[src/rtl/coreCtrlPkg.sv]
package coreCtrlPkg;

    typedef enum logic [1:0] {
        stFetch,
        stDecode,
        stExecute,
        stWriteback
    } stage;

    typedef enum logic [3:0] {
        aluAdd,  aluSub,  aluAnd,  aluOr,
        aluXor,  aluSlt,  aluSltu, aluSll,
        aluSrl,  aluSra,  aluEq,   aluNe,
        aluLt,   aluGe,   aluLtu,  aluGeu
    } aluOp;

    typedef enum logic [1:0] {immI, immS, immB, immJ} immKind;

    typedef enum logic {srcRs1, srcPc} srcA;

    typedef enum logic [1:0] {srcRs2, srcImm, srcFour} srcB;

    typedef enum logic [1:0] {pcPlus4, pcBranch, pcJal, pcJalr} pcSel;

    // Datapath controls, steady from decode through writeback
    typedef struct packed {
        srcA    srcA;
        srcB    srcB;
        aluOp   aluOp;
        immKind immKind;
        logic   regWrite;
        logic   memRead;
        logic   memWrite;
        logic   isBranch;
        pcSel   pcSel;
        logic   wbFromMem;
    } ctrlBundle;

endpackage

[src/rtl/rvIsaPkg.sv]
package rvIsaPkg;

    localparam int xlen    = 32;
    localparam int regIdxW = 5;

    typedef logic [xlen-1:0]    word;
    typedef logic [31:0]        instrWord;
    typedef logic [regIdxW-1:0] regIdx;
    typedef logic [6:0]         opcode;
    typedef logic [2:0]         funct3;
    typedef logic [6:0]         funct7;

    // Major opcodes
    localparam opcode opReg    = 7'b0110011;
    localparam opcode opImm    = 7'b0010011;
    localparam opcode opLoad   = 7'b0000011;
    localparam opcode opStore  = 7'b0100011;
    localparam opcode opBranch = 7'b1100011;
    localparam opcode opJal    = 7'b1101111;
    localparam opcode opJalr   = 7'b1100111;

    // Branch conditions
    localparam funct3 f3Beq  = 3'b000;
    localparam funct3 f3Bne  = 3'b001;
    localparam funct3 f3Blt  = 3'b100;
    localparam funct3 f3Bge  = 3'b101;
    localparam funct3 f3Bltu = 3'b110;
    localparam funct3 f3Bgeu = 3'b111;

    // ALU variants, shared by register and immediate forms
    localparam funct3 f3Add  = 3'b000;
    localparam funct3 f3Sll  = 3'b001;
    localparam funct3 f3Slt  = 3'b010;
    localparam funct3 f3Sltu = 3'b011;
    localparam funct3 f3Xor  = 3'b100;
    localparam funct3 f3Srl  = 3'b101; // Also SRA with f7Alt
    localparam funct3 f3Or   = 3'b110;
    localparam funct3 f3And  = 3'b111;

    localparam funct3 f3Word = 3'b010; // LW and SW
    localparam funct3 f3Jalr = 3'b000;

    localparam funct7 f7Alt = 7'b0100000; // SUB, SRA, SRAI

endpackage
[src/rtl/rvCore.sv]
module rvCore (
    input  logic               clk,
    input  logic               arstN,
    output rvIsaPkg::word      instrAddr,
    input  rvIsaPkg::instrWord instr,
    output rvIsaPkg::word      dataAddr,
    output rvIsaPkg::word      dataWdata,
    output logic               dataWe,
    input  rvIsaPkg::word      dataRdata,
    output rvIsaPkg::word      retired
);

    coreCtrlPkg::stage      curStage;
    coreCtrlPkg::ctrlBundle ctrl;
    rvIsaPkg::instrWord     latchedInstr;
    rvIsaPkg::word pc, nextPc, pcPlus4, jumpTarget, jalrSum;
    rvIsaPkg::word imm, rs1Data, rs2Data, rs1Val, rs2Val;
    rvIsaPkg::word aluA, aluB, result, resultReg, storeData, wrData;
    logic taken, takenReg, regWe;

    coreControl u_ctrl (.clk, .arstN, .instr, .curStage, .latchedInstr, .ctrl, .retired);

    immGen u_imm (.latchedInstr, .immKind(ctrl.immKind), .imm);

    regFile u_regs (
        .clk, .arstN,
        .rs1(latchedInstr[19:15]), .rs2(latchedInstr[24:20]),
        .rs1Data, .rs2Data,
        .rd(latchedInstr[11:7]), .wrEn(regWe), .wrData
    );

    aluUnit u_alu (.op(ctrl.aluOp), .a(aluA), .b(aluB), .result, .taken);

    assign aluA = (ctrl.srcA == coreCtrlPkg::srcPc) ? pc : rs1Val;

    always_comb begin
        case (ctrl.srcB)
            coreCtrlPkg::srcImm:  aluB = imm;
            coreCtrlPkg::srcFour: aluB = 32'd4;
            default:              aluB = rs2Val;
        endcase
    end

    always_ff @(posedge clk) begin
        if (curStage == coreCtrlPkg::stDecode) begin
            rs1Val <= rs1Data;
            rs2Val <= rs2Data;
        end
        if (curStage == coreCtrlPkg::stExecute) begin
            resultReg <= result;
            storeData <= rs2Val;
        end
    end

    // Memory and register writes all land in writeback
    assign instrAddr = pc;
    assign dataAddr  = (ctrl.memRead || ctrl.memWrite) ? resultReg : '0;
    assign dataWdata = storeData;
    assign dataWe    = (curStage == coreCtrlPkg::stWriteback) && ctrl.memWrite;
    assign regWe     = (curStage == coreCtrlPkg::stWriteback) && ctrl.regWrite;
    assign wrData    = ctrl.wbFromMem ? dataRdata : resultReg; // Jumps carry the link in resultReg

    assign pcPlus4    = pc + 32'd4;
    assign jumpTarget = pc + imm; // Branch and JAL
    assign jalrSum    = rs1Val + imm;

    always_comb begin
        case (ctrl.pcSel)
            coreCtrlPkg::pcBranch: nextPc = (ctrl.isBranch && takenReg) ? jumpTarget : pcPlus4;
            coreCtrlPkg::pcJal:    nextPc = jumpTarget;
            coreCtrlPkg::pcJalr:   nextPc = {jalrSum[31:1], 1'b0};
            default:               nextPc = pcPlus4;
        endcase
    end

    always_ff @(posedge clk or negedge arstN) begin
        if (!arstN) begin
            pc       <= '0;
            takenReg <= 1'b0;
        end else begin
            if (curStage == coreCtrlPkg::stExecute) begin
                takenReg <= taken;
            end
            if (curStage == coreCtrlPkg::stWriteback) begin
                pc <= nextPc;
            end
        end
    end

endmodule

[src/rtl/coreControl.sv]
module coreControl (
    input  logic                   clk,
    input  logic                   arstN,
    input  rvIsaPkg::instrWord     instr,
    output coreCtrlPkg::stage      curStage,
    output rvIsaPkg::instrWord     latchedInstr,
    output coreCtrlPkg::ctrlBundle ctrl,
    output rvIsaPkg::word          retired
);

    coreCtrlPkg::stage nextStage;
    rvIsaPkg::opcode   op;
    rvIsaPkg::funct3   f3;
    logic              alt;

    assign op  = latchedInstr[6:0];
    assign f3  = latchedInstr[14:12];
    assign alt = (latchedInstr[31:25] == rvIsaPkg::f7Alt);

    // Register and immediate forms share one funct3 map
    function automatic coreCtrlPkg::aluOp arithOp(
        input rvIsaPkg::funct3 fn,
        input logic            altBit,
        input logic            isImm
    );
        case (fn)
            rvIsaPkg::f3Add:  return (altBit && !isImm) ? coreCtrlPkg::aluSub : coreCtrlPkg::aluAdd;
            rvIsaPkg::f3Sll:  return coreCtrlPkg::aluSll;
            rvIsaPkg::f3Slt:  return coreCtrlPkg::aluSlt;
            rvIsaPkg::f3Sltu: return coreCtrlPkg::aluSltu;
            rvIsaPkg::f3Xor:  return coreCtrlPkg::aluXor;
            rvIsaPkg::f3Srl:  return altBit ? coreCtrlPkg::aluSra : coreCtrlPkg::aluSrl;
            rvIsaPkg::f3Or:   return coreCtrlPkg::aluOr;
            default:          return coreCtrlPkg::aluAnd;
        endcase
    endfunction

    always_comb begin
        case (curStage)
            coreCtrlPkg::stFetch:   nextStage = coreCtrlPkg::stDecode;
            coreCtrlPkg::stDecode:  nextStage = coreCtrlPkg::stExecute;
            coreCtrlPkg::stExecute: nextStage = coreCtrlPkg::stWriteback;
            default:                nextStage = coreCtrlPkg::stFetch;
        endcase
    end

    always_ff @(posedge clk or negedge arstN) begin
        if (!arstN) begin
            curStage     <= coreCtrlPkg::stFetch;
            latchedInstr <= '0; // Opcode 0 decodes as a no-op
            retired      <= '0;
        end else begin
            curStage <= nextStage;
            if (curStage == coreCtrlPkg::stFetch) begin
                latchedInstr <= instr;
            end
            if (curStage == coreCtrlPkg::stWriteback) begin
                retired <= retired + 32'd1;
            end
        end
    end

    always_comb begin
        ctrl.srcA      = coreCtrlPkg::srcRs1;
        ctrl.srcB      = coreCtrlPkg::srcRs2;
        ctrl.aluOp     = coreCtrlPkg::aluAdd;
        ctrl.immKind   = coreCtrlPkg::immI;
        ctrl.regWrite  = 1'b0;
        ctrl.memRead   = 1'b0;
        ctrl.memWrite  = 1'b0;
        ctrl.isBranch  = 1'b0;
        ctrl.pcSel     = coreCtrlPkg::pcPlus4;
        ctrl.wbFromMem = 1'b0;
        case (op)
            rvIsaPkg::opReg: begin
                ctrl.aluOp    = arithOp(f3, alt, 1'b0);
                ctrl.regWrite = 1'b1;
            end
            rvIsaPkg::opImm: begin
                ctrl.srcB     = coreCtrlPkg::srcImm;
                ctrl.aluOp    = arithOp(f3, alt, 1'b1);
                ctrl.regWrite = 1'b1;
            end
            rvIsaPkg::opLoad: if (f3 == rvIsaPkg::f3Word) begin
                ctrl.srcB      = coreCtrlPkg::srcImm;
                ctrl.memRead   = 1'b1;
                ctrl.regWrite  = 1'b1;
                ctrl.wbFromMem = 1'b1;
            end
            rvIsaPkg::opStore: if (f3 == rvIsaPkg::f3Word) begin
                ctrl.srcB     = coreCtrlPkg::srcImm;
                ctrl.immKind  = coreCtrlPkg::immS;
                ctrl.memWrite = 1'b1;
            end
            rvIsaPkg::opBranch: begin
                ctrl.immKind  = coreCtrlPkg::immB;
                ctrl.pcSel    = coreCtrlPkg::pcBranch;
                ctrl.isBranch = 1'b1;
                case (f3)
                    rvIsaPkg::f3Beq:  ctrl.aluOp = coreCtrlPkg::aluEq;
                    rvIsaPkg::f3Bne:  ctrl.aluOp = coreCtrlPkg::aluNe;
                    rvIsaPkg::f3Blt:  ctrl.aluOp = coreCtrlPkg::aluLt;
                    rvIsaPkg::f3Bge:  ctrl.aluOp = coreCtrlPkg::aluGe;
                    rvIsaPkg::f3Bltu: ctrl.aluOp = coreCtrlPkg::aluLtu;
                    rvIsaPkg::f3Bgeu: ctrl.aluOp = coreCtrlPkg::aluGeu;
                    default:          ctrl.isBranch = 1'b0; // Reserved, falls through
                endcase
            end
            rvIsaPkg::opJal: begin
                ctrl.srcA     = coreCtrlPkg::srcPc; // ALU forms the link PC+4
                ctrl.srcB     = coreCtrlPkg::srcFour;
                ctrl.immKind  = coreCtrlPkg::immJ;
                ctrl.regWrite = 1'b1;
                ctrl.pcSel    = coreCtrlPkg::pcJal;
            end
            rvIsaPkg::opJalr: if (f3 == rvIsaPkg::f3Jalr) begin
                ctrl.srcA     = coreCtrlPkg::srcPc;
                ctrl.srcB     = coreCtrlPkg::srcFour;
                ctrl.regWrite = 1'b1;
                ctrl.pcSel    = coreCtrlPkg::pcJalr;
            end
            default: ; // Unsupported, only the PC moves
        endcase
    end

endmodule

[src/rtl/aluUnit.sv]
module aluUnit (
    input  coreCtrlPkg::aluOp op,
    input  rvIsaPkg::word     a,
    input  rvIsaPkg::word     b,
    output rvIsaPkg::word     result,
    output logic              taken
);

    logic [4:0] shamt;
    logic       cmp;

    assign shamt = b[4:0];

    always_comb begin
        case (op)
            coreCtrlPkg::aluEq:   cmp = (a == b);
            coreCtrlPkg::aluNe:   cmp = (a != b);
            coreCtrlPkg::aluSlt,
            coreCtrlPkg::aluLt:   cmp = ($signed(a) < $signed(b));
            coreCtrlPkg::aluGe:   cmp = ($signed(a) >= $signed(b));
            coreCtrlPkg::aluSltu,
            coreCtrlPkg::aluLtu:  cmp = (a < b);
            coreCtrlPkg::aluGeu:  cmp = (a >= b);
            default:              cmp = 1'b0;
        endcase
    end

    always_comb begin
        case (op)
            coreCtrlPkg::aluAdd: result = a + b;
            coreCtrlPkg::aluSub: result = a - b;
            coreCtrlPkg::aluAnd: result = a & b;
            coreCtrlPkg::aluOr:  result = a | b;
            coreCtrlPkg::aluXor: result = a ^ b;
            coreCtrlPkg::aluSll: result = a << shamt;
            coreCtrlPkg::aluSrl: result = a >> shamt;
            coreCtrlPkg::aluSra: result = $signed(a) >>> shamt;
            default:             result = {31'd0, cmp}; // Compare ops give 0 or 1
        endcase
    end

    assign taken = cmp;

endmodule

[src/rtl/regFile.sv]
module regFile (
    input  logic            clk,
    input  logic            arstN,
    input  rvIsaPkg::regIdx rs1,
    input  rvIsaPkg::regIdx rs2,
    output rvIsaPkg::word   rs1Data,
    output rvIsaPkg::word   rs2Data,
    input  rvIsaPkg::regIdx rd,
    input  logic            wrEn,
    input  rvIsaPkg::word   wrData
);

    rvIsaPkg::word regs [1:31]; // No storage behind x0

    assign rs1Data = (rs1 == '0) ? '0 : regs[rs1];
    assign rs2Data = (rs2 == '0) ? '0 : regs[rs2];

    always_ff @(posedge clk or negedge arstN) begin
        if (!arstN) begin
            for (int i = 1; i < 32; i++) begin
                regs[i] <= '0;
            end
        end else if (wrEn && rd != '0) begin
            regs[rd] <= wrData;
        end
    end

endmodule

[src/rtl/immGen.sv]
module immGen (
    input  rvIsaPkg::instrWord  latchedInstr,
    input  coreCtrlPkg::immKind immKind,
    output rvIsaPkg::word       imm
);

    logic sign;

    assign sign = latchedInstr[31];

    always_comb begin
        case (immKind)
            coreCtrlPkg::immS: imm = {{20{sign}}, latchedInstr[31:25], latchedInstr[11:7]};
            coreCtrlPkg::immB: imm = {{19{sign}}, sign, latchedInstr[7],
                                      latchedInstr[30:25], latchedInstr[11:8], 1'b0};
            coreCtrlPkg::immJ: imm = {{11{sign}}, sign, latchedInstr[19:12],
                                      latchedInstr[20], latchedInstr[30:21], 1'b0};
            default:           imm = {{20{sign}}, latchedInstr[31:20]};
        endcase
    end

    // Shift amounts are the low five bits of immI, taken in the ALU

endmodule

[config.mk]
export PLATFORM = sky130hd
export DESIGN_NAME = rvCore
export DESIGN_NICKNAME = d
export VERILOG_FILES = /design/src/rtl/coreCtrlPkg.sv /design/src/rtl/rvIsaPkg.sv /design/src/rtl/rvCore.sv /design/src/rtl/coreControl.sv /design/src/rtl/aluUnit.sv /design/src/rtl/regFile.sv /design/src/rtl/immGen.sv
export SDC_FILE = /design/constraint.sdc
export NUM_CORES = 2
export LEC_CHECK = 0
export ABC_AREA = 1
export BUFFER_PORTS_ARGS = -buffer_cell sky130_fd_sc_hd__buf_2
export CORE_MARGIN = 2
export CORE_UTILIZATION = 40
export DETAILED_ROUTE_END_ITERATION = 16
export HOLD_SLACK_MARGIN = 0.02
export SETUP_SLACK_MARGIN = 0.15
export SYNTH_ARGS = -nofsm -noshare
export SYNTH_HDL_FRONTEND = slang
export SYNTH_SLANG_ARGS = --single-unit
export TNS_END_PERCENT = 30
[constraint.sdc]
create_clock -name clk -period 5.6 [get_ports clk]
set_input_delay 0.28 -clock clk [delete_from_list [all_inputs] [get_ports clk]]
set_output_delay 0.28 -clock clk [all_outputs]
set_load 0.05 [all_outputs]
# Yosys cells after proc, flatten, opt, wreduce, memory -nomap -nowiden
# Cells that the tools add are included.
classes:
  magnitude_cmp: 8
  eq_ne: 43
  bitwise_logic: 6
  add_sub_neg: 6
  reduce_logical: 17
  shifts: 3
  mux: 41
op_table:
  columns: ["cell", "count"]
  rows:
  - ["992-bit bitwise mux", 1]
  - ["32-bit binary-select mux with 5-bit select", 2]
  - ["32-bit 2-to-1 mux", 9]
  - ["32-bit case mux with 8 select lines", 1]
  - ["32-bit demux with 5-bit select", 1]
  - ["32-bit adder", 3]
  - ["32-bit case mux with 3 select lines", 1]
  - ["32-bit greater-or-equal comparator", 2]
  - ["32-bit < comparator", 2]
  - ["32-bit case mux with 2 select lines", 1]
  - ["20-bit case mux with 3 select lines", 1]
  - ["4-bit case mux with 7 select lines", 2]
  - ["32-bit by 1-bit adder with 32-bit output, second input constant", 1]
  - ["32-bit by 3-bit adder with 32-bit output, second input constant", 1]
  - ["32-bit AND", 1]
  - ["32-bit == test", 1]
  - ["4-bit == test, second input constant", 8]
  - ["32-bit inequality test", 1]
  - ["32-bit OR", 1]
  - ["32-bit by 5-bit << shifter with 32-bit output", 1]
  - ["32-bit by 5-bit >> shifter with 32-bit output", 1]
  - ["32-bit by 5-bit >>> shifter with 32-bit output", 1]
  - ["32-bit subtractor", 1]
  - ["32-bit XOR", 1]
  - ["35 further kinds", 79]
totals:
  ff_bits: 1219
  input_bits: 66

# Logic depth before layout (Yosys ltp)
logic_depth:
  ltp_word: 9
  ltp_mapped: 35

# Cells and area by module
# Synthesis repeated with hierarchy kept, for this count alone.
hier_totals:
  cells_unflattened: 12371
  area_unflattened_um2: 81139.1
by_module_without_submodules:
  columns: ["mod", "cells_per_inst", "seq_area_each_um2", "n_inst", "area_per_inst_um2"]
  rows:
  - ["regFile", 8213, 24823.8, 1, 55485.7]
  - ["rvCore", 1831, 4669.5, 1, 12539.5]
  - ["aluUnit", 1901, 0.0, 1, 9497.9]
  - ["coreControl", 365, 1651.6, 1, 3306.9]
  - ["immGen", 61, 0.0, 1, 309.0]

# Worst setup path after synthesis
# OpenSTA, ideal clock, no wires.
synth_timing:
  path_type: "flip-flop to flip-flop"
  startpoint: "reg u_ctrl.latchedInstr[14]"
  endpoint: "reg resultReg[23] (data pin)"
  period_less_slack_ns: 5.414
  setup_time_ns: 0.264
  path_buffers: 7
  slack_ns: 0.186
  t_arrival_ns: 5.150
  stages_incl_launch_ff: 31
  path_cell_list: "dfrtp_1 -> inv_2 -> nand2_1 -> nor2_2 -> nand3_1 -> clkbuf_1 -> clkbuf_1 -> nand2_1 -> a21oi_1 -> ha_1 -> clkbuf_1 -> nor2_1 -> clkbuf_1 -> nand2_1 -> nand2_2 -> inv_2 -> buf_2 -> buf_2 -> ha_1 -> clkbuf_1 -> nand2_1 -> o21a_1 -> o21ai_0 -> a21oi_1 -> o21ai_0 -> nand2_1 -> nand2_1 -> a21oi_1 -> or2_2 -> nand3_1 -> nand4_1"
synth_between:
  elab_chain_len: 8
synth_lines:
  columns: ["item", "line", "text"]
  rows:
  - ["from (decl)", "coreControl.sv:6", "output rvIsaPkg::instrWord latchedInstr,"]
  - ["from (signal assigned)", "coreControl.sv:55", "latchedInstr <= instr;"]
  - ["3-bit by 2-bit == test with 1-bit output", "coreControl.sv:26, coreControl.sv:84, coreControl.sv:90", null]
  - ["1-bit 2-to-1 mux", "coreControl.sv:84, coreControl.sv:90", null]
  - ["2-bit case mux with 3 select lines", "coreControl.sv:74", "case (op)"]
  - ["2-bit == test / 2-bit by 1-bit == test with 1-bit output (equally long branches)", "immGen.sv:12", "case (immKind)"]
  - ["20-bit case mux with 3 select lines", "immGen.sv:12", null]
  - ["32-bit case mux with 2 select lines", "rvCore.sv:37", "case (ctrl.srcB)"]
  - ["32-bit subtractor (tied with other cells)", "aluUnit.sv:31", "coreCtrlPkg::aluSub: result = a - b;"]
  - ["32-bit case mux with 8 select lines *", "aluUnit.sv:29", "case (op)"]
  - ["to (signal assigned)", "rvCore.sv:50", "resultReg <= result;"]
  - ["to (decl)", "rvCore.sv:18", "rvIsaPkg::word aluA, aluB, result, resultReg, storeData, wrData;"]
# Every way passes the cells marked *; elsewhere a longest branch is shown, timed or not.
# A chain may end at the register's enable or synchronous reset.

# Worst setup path after layout
layout_timing:
  startpoint: "reg u_ctrl.latchedInstr[1]"
  endpoint: "reg resultReg[31] (data pin)"
layout_between:
  elab_chain_len: 7
layout_lines:
  columns: ["item", "line"]
  rows:
  - ["7-bit == test (tied with other cells)", "coreControl.sv:74"]
  - ["2-bit case mux with 3 select lines / 2-bit OR reduction (equally long branches)", null]
  - ["2-bit == test (tied with other cells)", "immGen.sv:12"]
  - ["20-bit case mux with 3 select lines (tied with other cells)", "immGen.sv:12"]
  - ["32-bit case mux with 2 select lines", "rvCore.sv:37"]
  - ["32-bit subtractor (tied with other cells)", "aluUnit.sv:31"]
  - ["32-bit case mux with 8 select lines *", "aluUnit.sv:29"]
# Marks and branches as above.

==> results.ini <==
[die]
num_rows=159
initial_core_util=0.402
ios=195
fp.dieH_microns=438
core-area_sq_um=188000
die_area_sq_um=192000
fp.dieW_microns=438

[clocking]
clkLatencyLatePin_ps=840
clock_tree.buffer_depth=3
cts_buffers=145
cts_setup_buffers=0
htreeDepth=4
cts_sinks=1219
cts_tree=done
path_clk_slew_ps=60
clockRootBuffer=clkbuf_16

[critical_path]
cp.required_ps=6190
worstSetupPathType=reg2reg
cpMostUsedCell=nand2_1
cp_num_buf_inv=3
path_max_fanout=10
end_kind=flop
slowest_delay_ps=560
startpoint_type=flop
cpLargestDelayFamily=simple AND/OR/NAND/NOR gates
critPathSlowestCell=o21ai_0
cp.arrival_ps=5820

[sta]
period_needed_ps=5240
rsz0062_at_grt=true
setup_viol=0
finalSetupTns_ps=0
slew_violations=0
hold_viol_final=0
slew_headroom=0.147
period_share=0.935
fin_skew_ps=48.5
tightestPinTransition_ps=1260
finalWorstSetupSlack_ps=364
max_clock_freq_mhz=191

[synth]
synth-compound-area-share=0.276
synth_edf_count=128
syn_inst=10300
synth-main-ff-cell=dfrtp_1
ys_seq_area_frac=0.413
synth_top_family_by_area=compound AO/OA/AOI/OAI gates
synth_xor_area_frac=0.00743
synthAdderAreaFrac=0.0291
yosys_warnings=0
synthArstFlopShare=0.895
synth-simple-area-share=0.181
synth.mux.area_fraction=0.000580
yosysUniqueCellTypes=65
syn-num-nets=10600
synth-seq-cells=1219
netlist_area_sq_um=75500
avgSynthCellArea_sq_um=7.30

[detailed_routing]
drt_iter0_drc=11300
drc=0
drt_pass1_iterations=7
vias=79800
routedWlPerCell_microns=27.8
ant_nets=0
viasPerCell=6.23
routed_wl_mm=357

[cells_and_area]
post-route-util=0.451
finalNetCount=10400
syn2layout_area_growth_pct=12.2
drive_above_1_share=0.0806
layout_common_cells=2,046 x nand2_1, 1,871 x o21ai_0, 1,081 x dfrtp_1
layout_commonest_cell=nand2_1

[placed_design]
pre_cts_ws_ps=160
gp_congestion=1.03
io_buffer_count=194
place_hpwl_mm=226

[global_routing]
gr-usage-all-layers=0.361
grt_start_max_net_pins=153
first_global_vias=74200
grt_first_pass_wirelength_mm=515
antenna_found_initial=15
grt-ovfl-total=0

[power_and_ir_drop]
powerDensity_nw_per_um2=255
p_leak_nw=41.6
vdd_drop_max_mv=0.369

[outcome]
outcome=finished clean

[hold_path]
hp-class=in2reg

[run]
maxCapViolations=0

synth_stat cells (123+ instances only):
| library cell | n | area share |
|---|---|---|
| nand2_1 | 2076 | 0.10 |
| o21ai_0 | 1878 | 0.12 |
| dfrtp_1 | 1091 | 0.36 |
| inv_1 | 1052 | 0.052 |
| a21oi_1 | 992 | 0.066 |
| clkbuf_1 | 683 | 0.034 |
| nand3_1 | 631 | 0.042 |
| nor2_1 | 352 | 0.018 |
| o211ai_1 | 196 | 0.019 |
| ha_1 | 169 | 0.028 |
| o21ai_1 | 169 | 0.011 |
| edfxtp_1 | 128 | 0.051 |
| o221ai_1 | 123 | 0.014 |
layout make-up:
class | instances | area (sq um)
Tap cell | 2495 | 3120
Timing Repair Buffer | 486 | 3600
Antenna cell | 4 | 10.0
Clock buffer | 215 | 4240
Inverter | 1074 | 4070
Fill cell | 19100 | 103000
Clock inverter | 47 | 616
Multi-Input combinational cell | 7266 | 37900
Sequential cell | 1219 | 31200
report_power, final:
group | switching [mW] | internal [mW]
clock | 4.12 | 5.76
combinational | 1.86 | 0.669
sequential | 0.154 | 9.06
total | 6.13 | 15.5
state kept, by name, summed over array words and instances (netlist names):
name                 count
rs1Val                  32
u_regs.regs            992
u_ctrl.retired          32
resultReg               32
rs2Val                  32
u_ctrl.curStage          2
u_ctrl.latchedInstr     32
takenReg                 1
dataWdata               32
instrAddr               32
layer usage:
layer,GRT usage,wire length [microns],up-vias
met1,0.484,142000,38400
met4,0.209,22900,12
li1,-,-,35100
met5,0,242,-
met3,0.0752,38600,1091
met2,0.540,153000,5119
stage by stage:
step / hold slack (ps) / total power [mW] / instances / cell area, sq um
floorplan: -15.6 / 10.7 / 10300 / 75500
finish: 64.6 / 21.6 / 12800 / 84700
global route: 66.3 / 22.2 / 12800 / 84700
global placement: 425 / 11.8 / 12500 / 79400
detailed placement: 433 / 11.8 / 12500 / 79400
CTS: 26.6 / 21.6 / 12800 / 84700
worst paths after layout:
path	slack, ps	cells past startpoint	startpoint	endpoint
min reg2reg	470	1	u_ctrl.retired[31]$_DFFE_PN0P_	u_ctrl.retired[31]$_DFFE_PN0P_
min	60	4	dataRdata[20]	u_regs.regs[436]$_DFFE_PN0P_
min in group asynchronous	160	2	arstN	u_regs.regs[47]$_DFFE_PN0P_
max in group asynchronous	3950	3	arstN	u_ctrl.latchedInstr[19]$_DFFE_PN0P_
max	360	25	u_ctrl.latchedInstr[1]$_DFFE_PN0P_	resultReg[31]$_SDFFCE_PP0P_
max reg2reg	360	25	u_ctrl.latchedInstr[1]$_DFFE_PN0P_	resultReg[31]$_SDFFCE_PP0P_
worst min-delay path: cells and delay by family:
kind	cells	cell delay, ps
AOI/OAI and AO/OA	2	240
buffers and inverters	2	320
timing repair:
item / CTS / global route
endpoints found under the hold margin: 127 / 0
resized for setup: 1 / 13
hold buffers: 37 / 0
endpoints found under the setup margin: 2 / 23
logic make-up (layout without fill, tap and decap cells):
kind of cell	count (synthesis)	in the layout
AOI/OAI and AO/OA	3742	3742
xor gates and xnor gates	64	64
adders and majority gates	173	173
buffers and inverters	1860	1822
DFF	1219	1219
muxes	4	4
other	0	4
and+or+nand+nor	3283	3283
No activity file was read; power rests on OpenSTA's default activity.
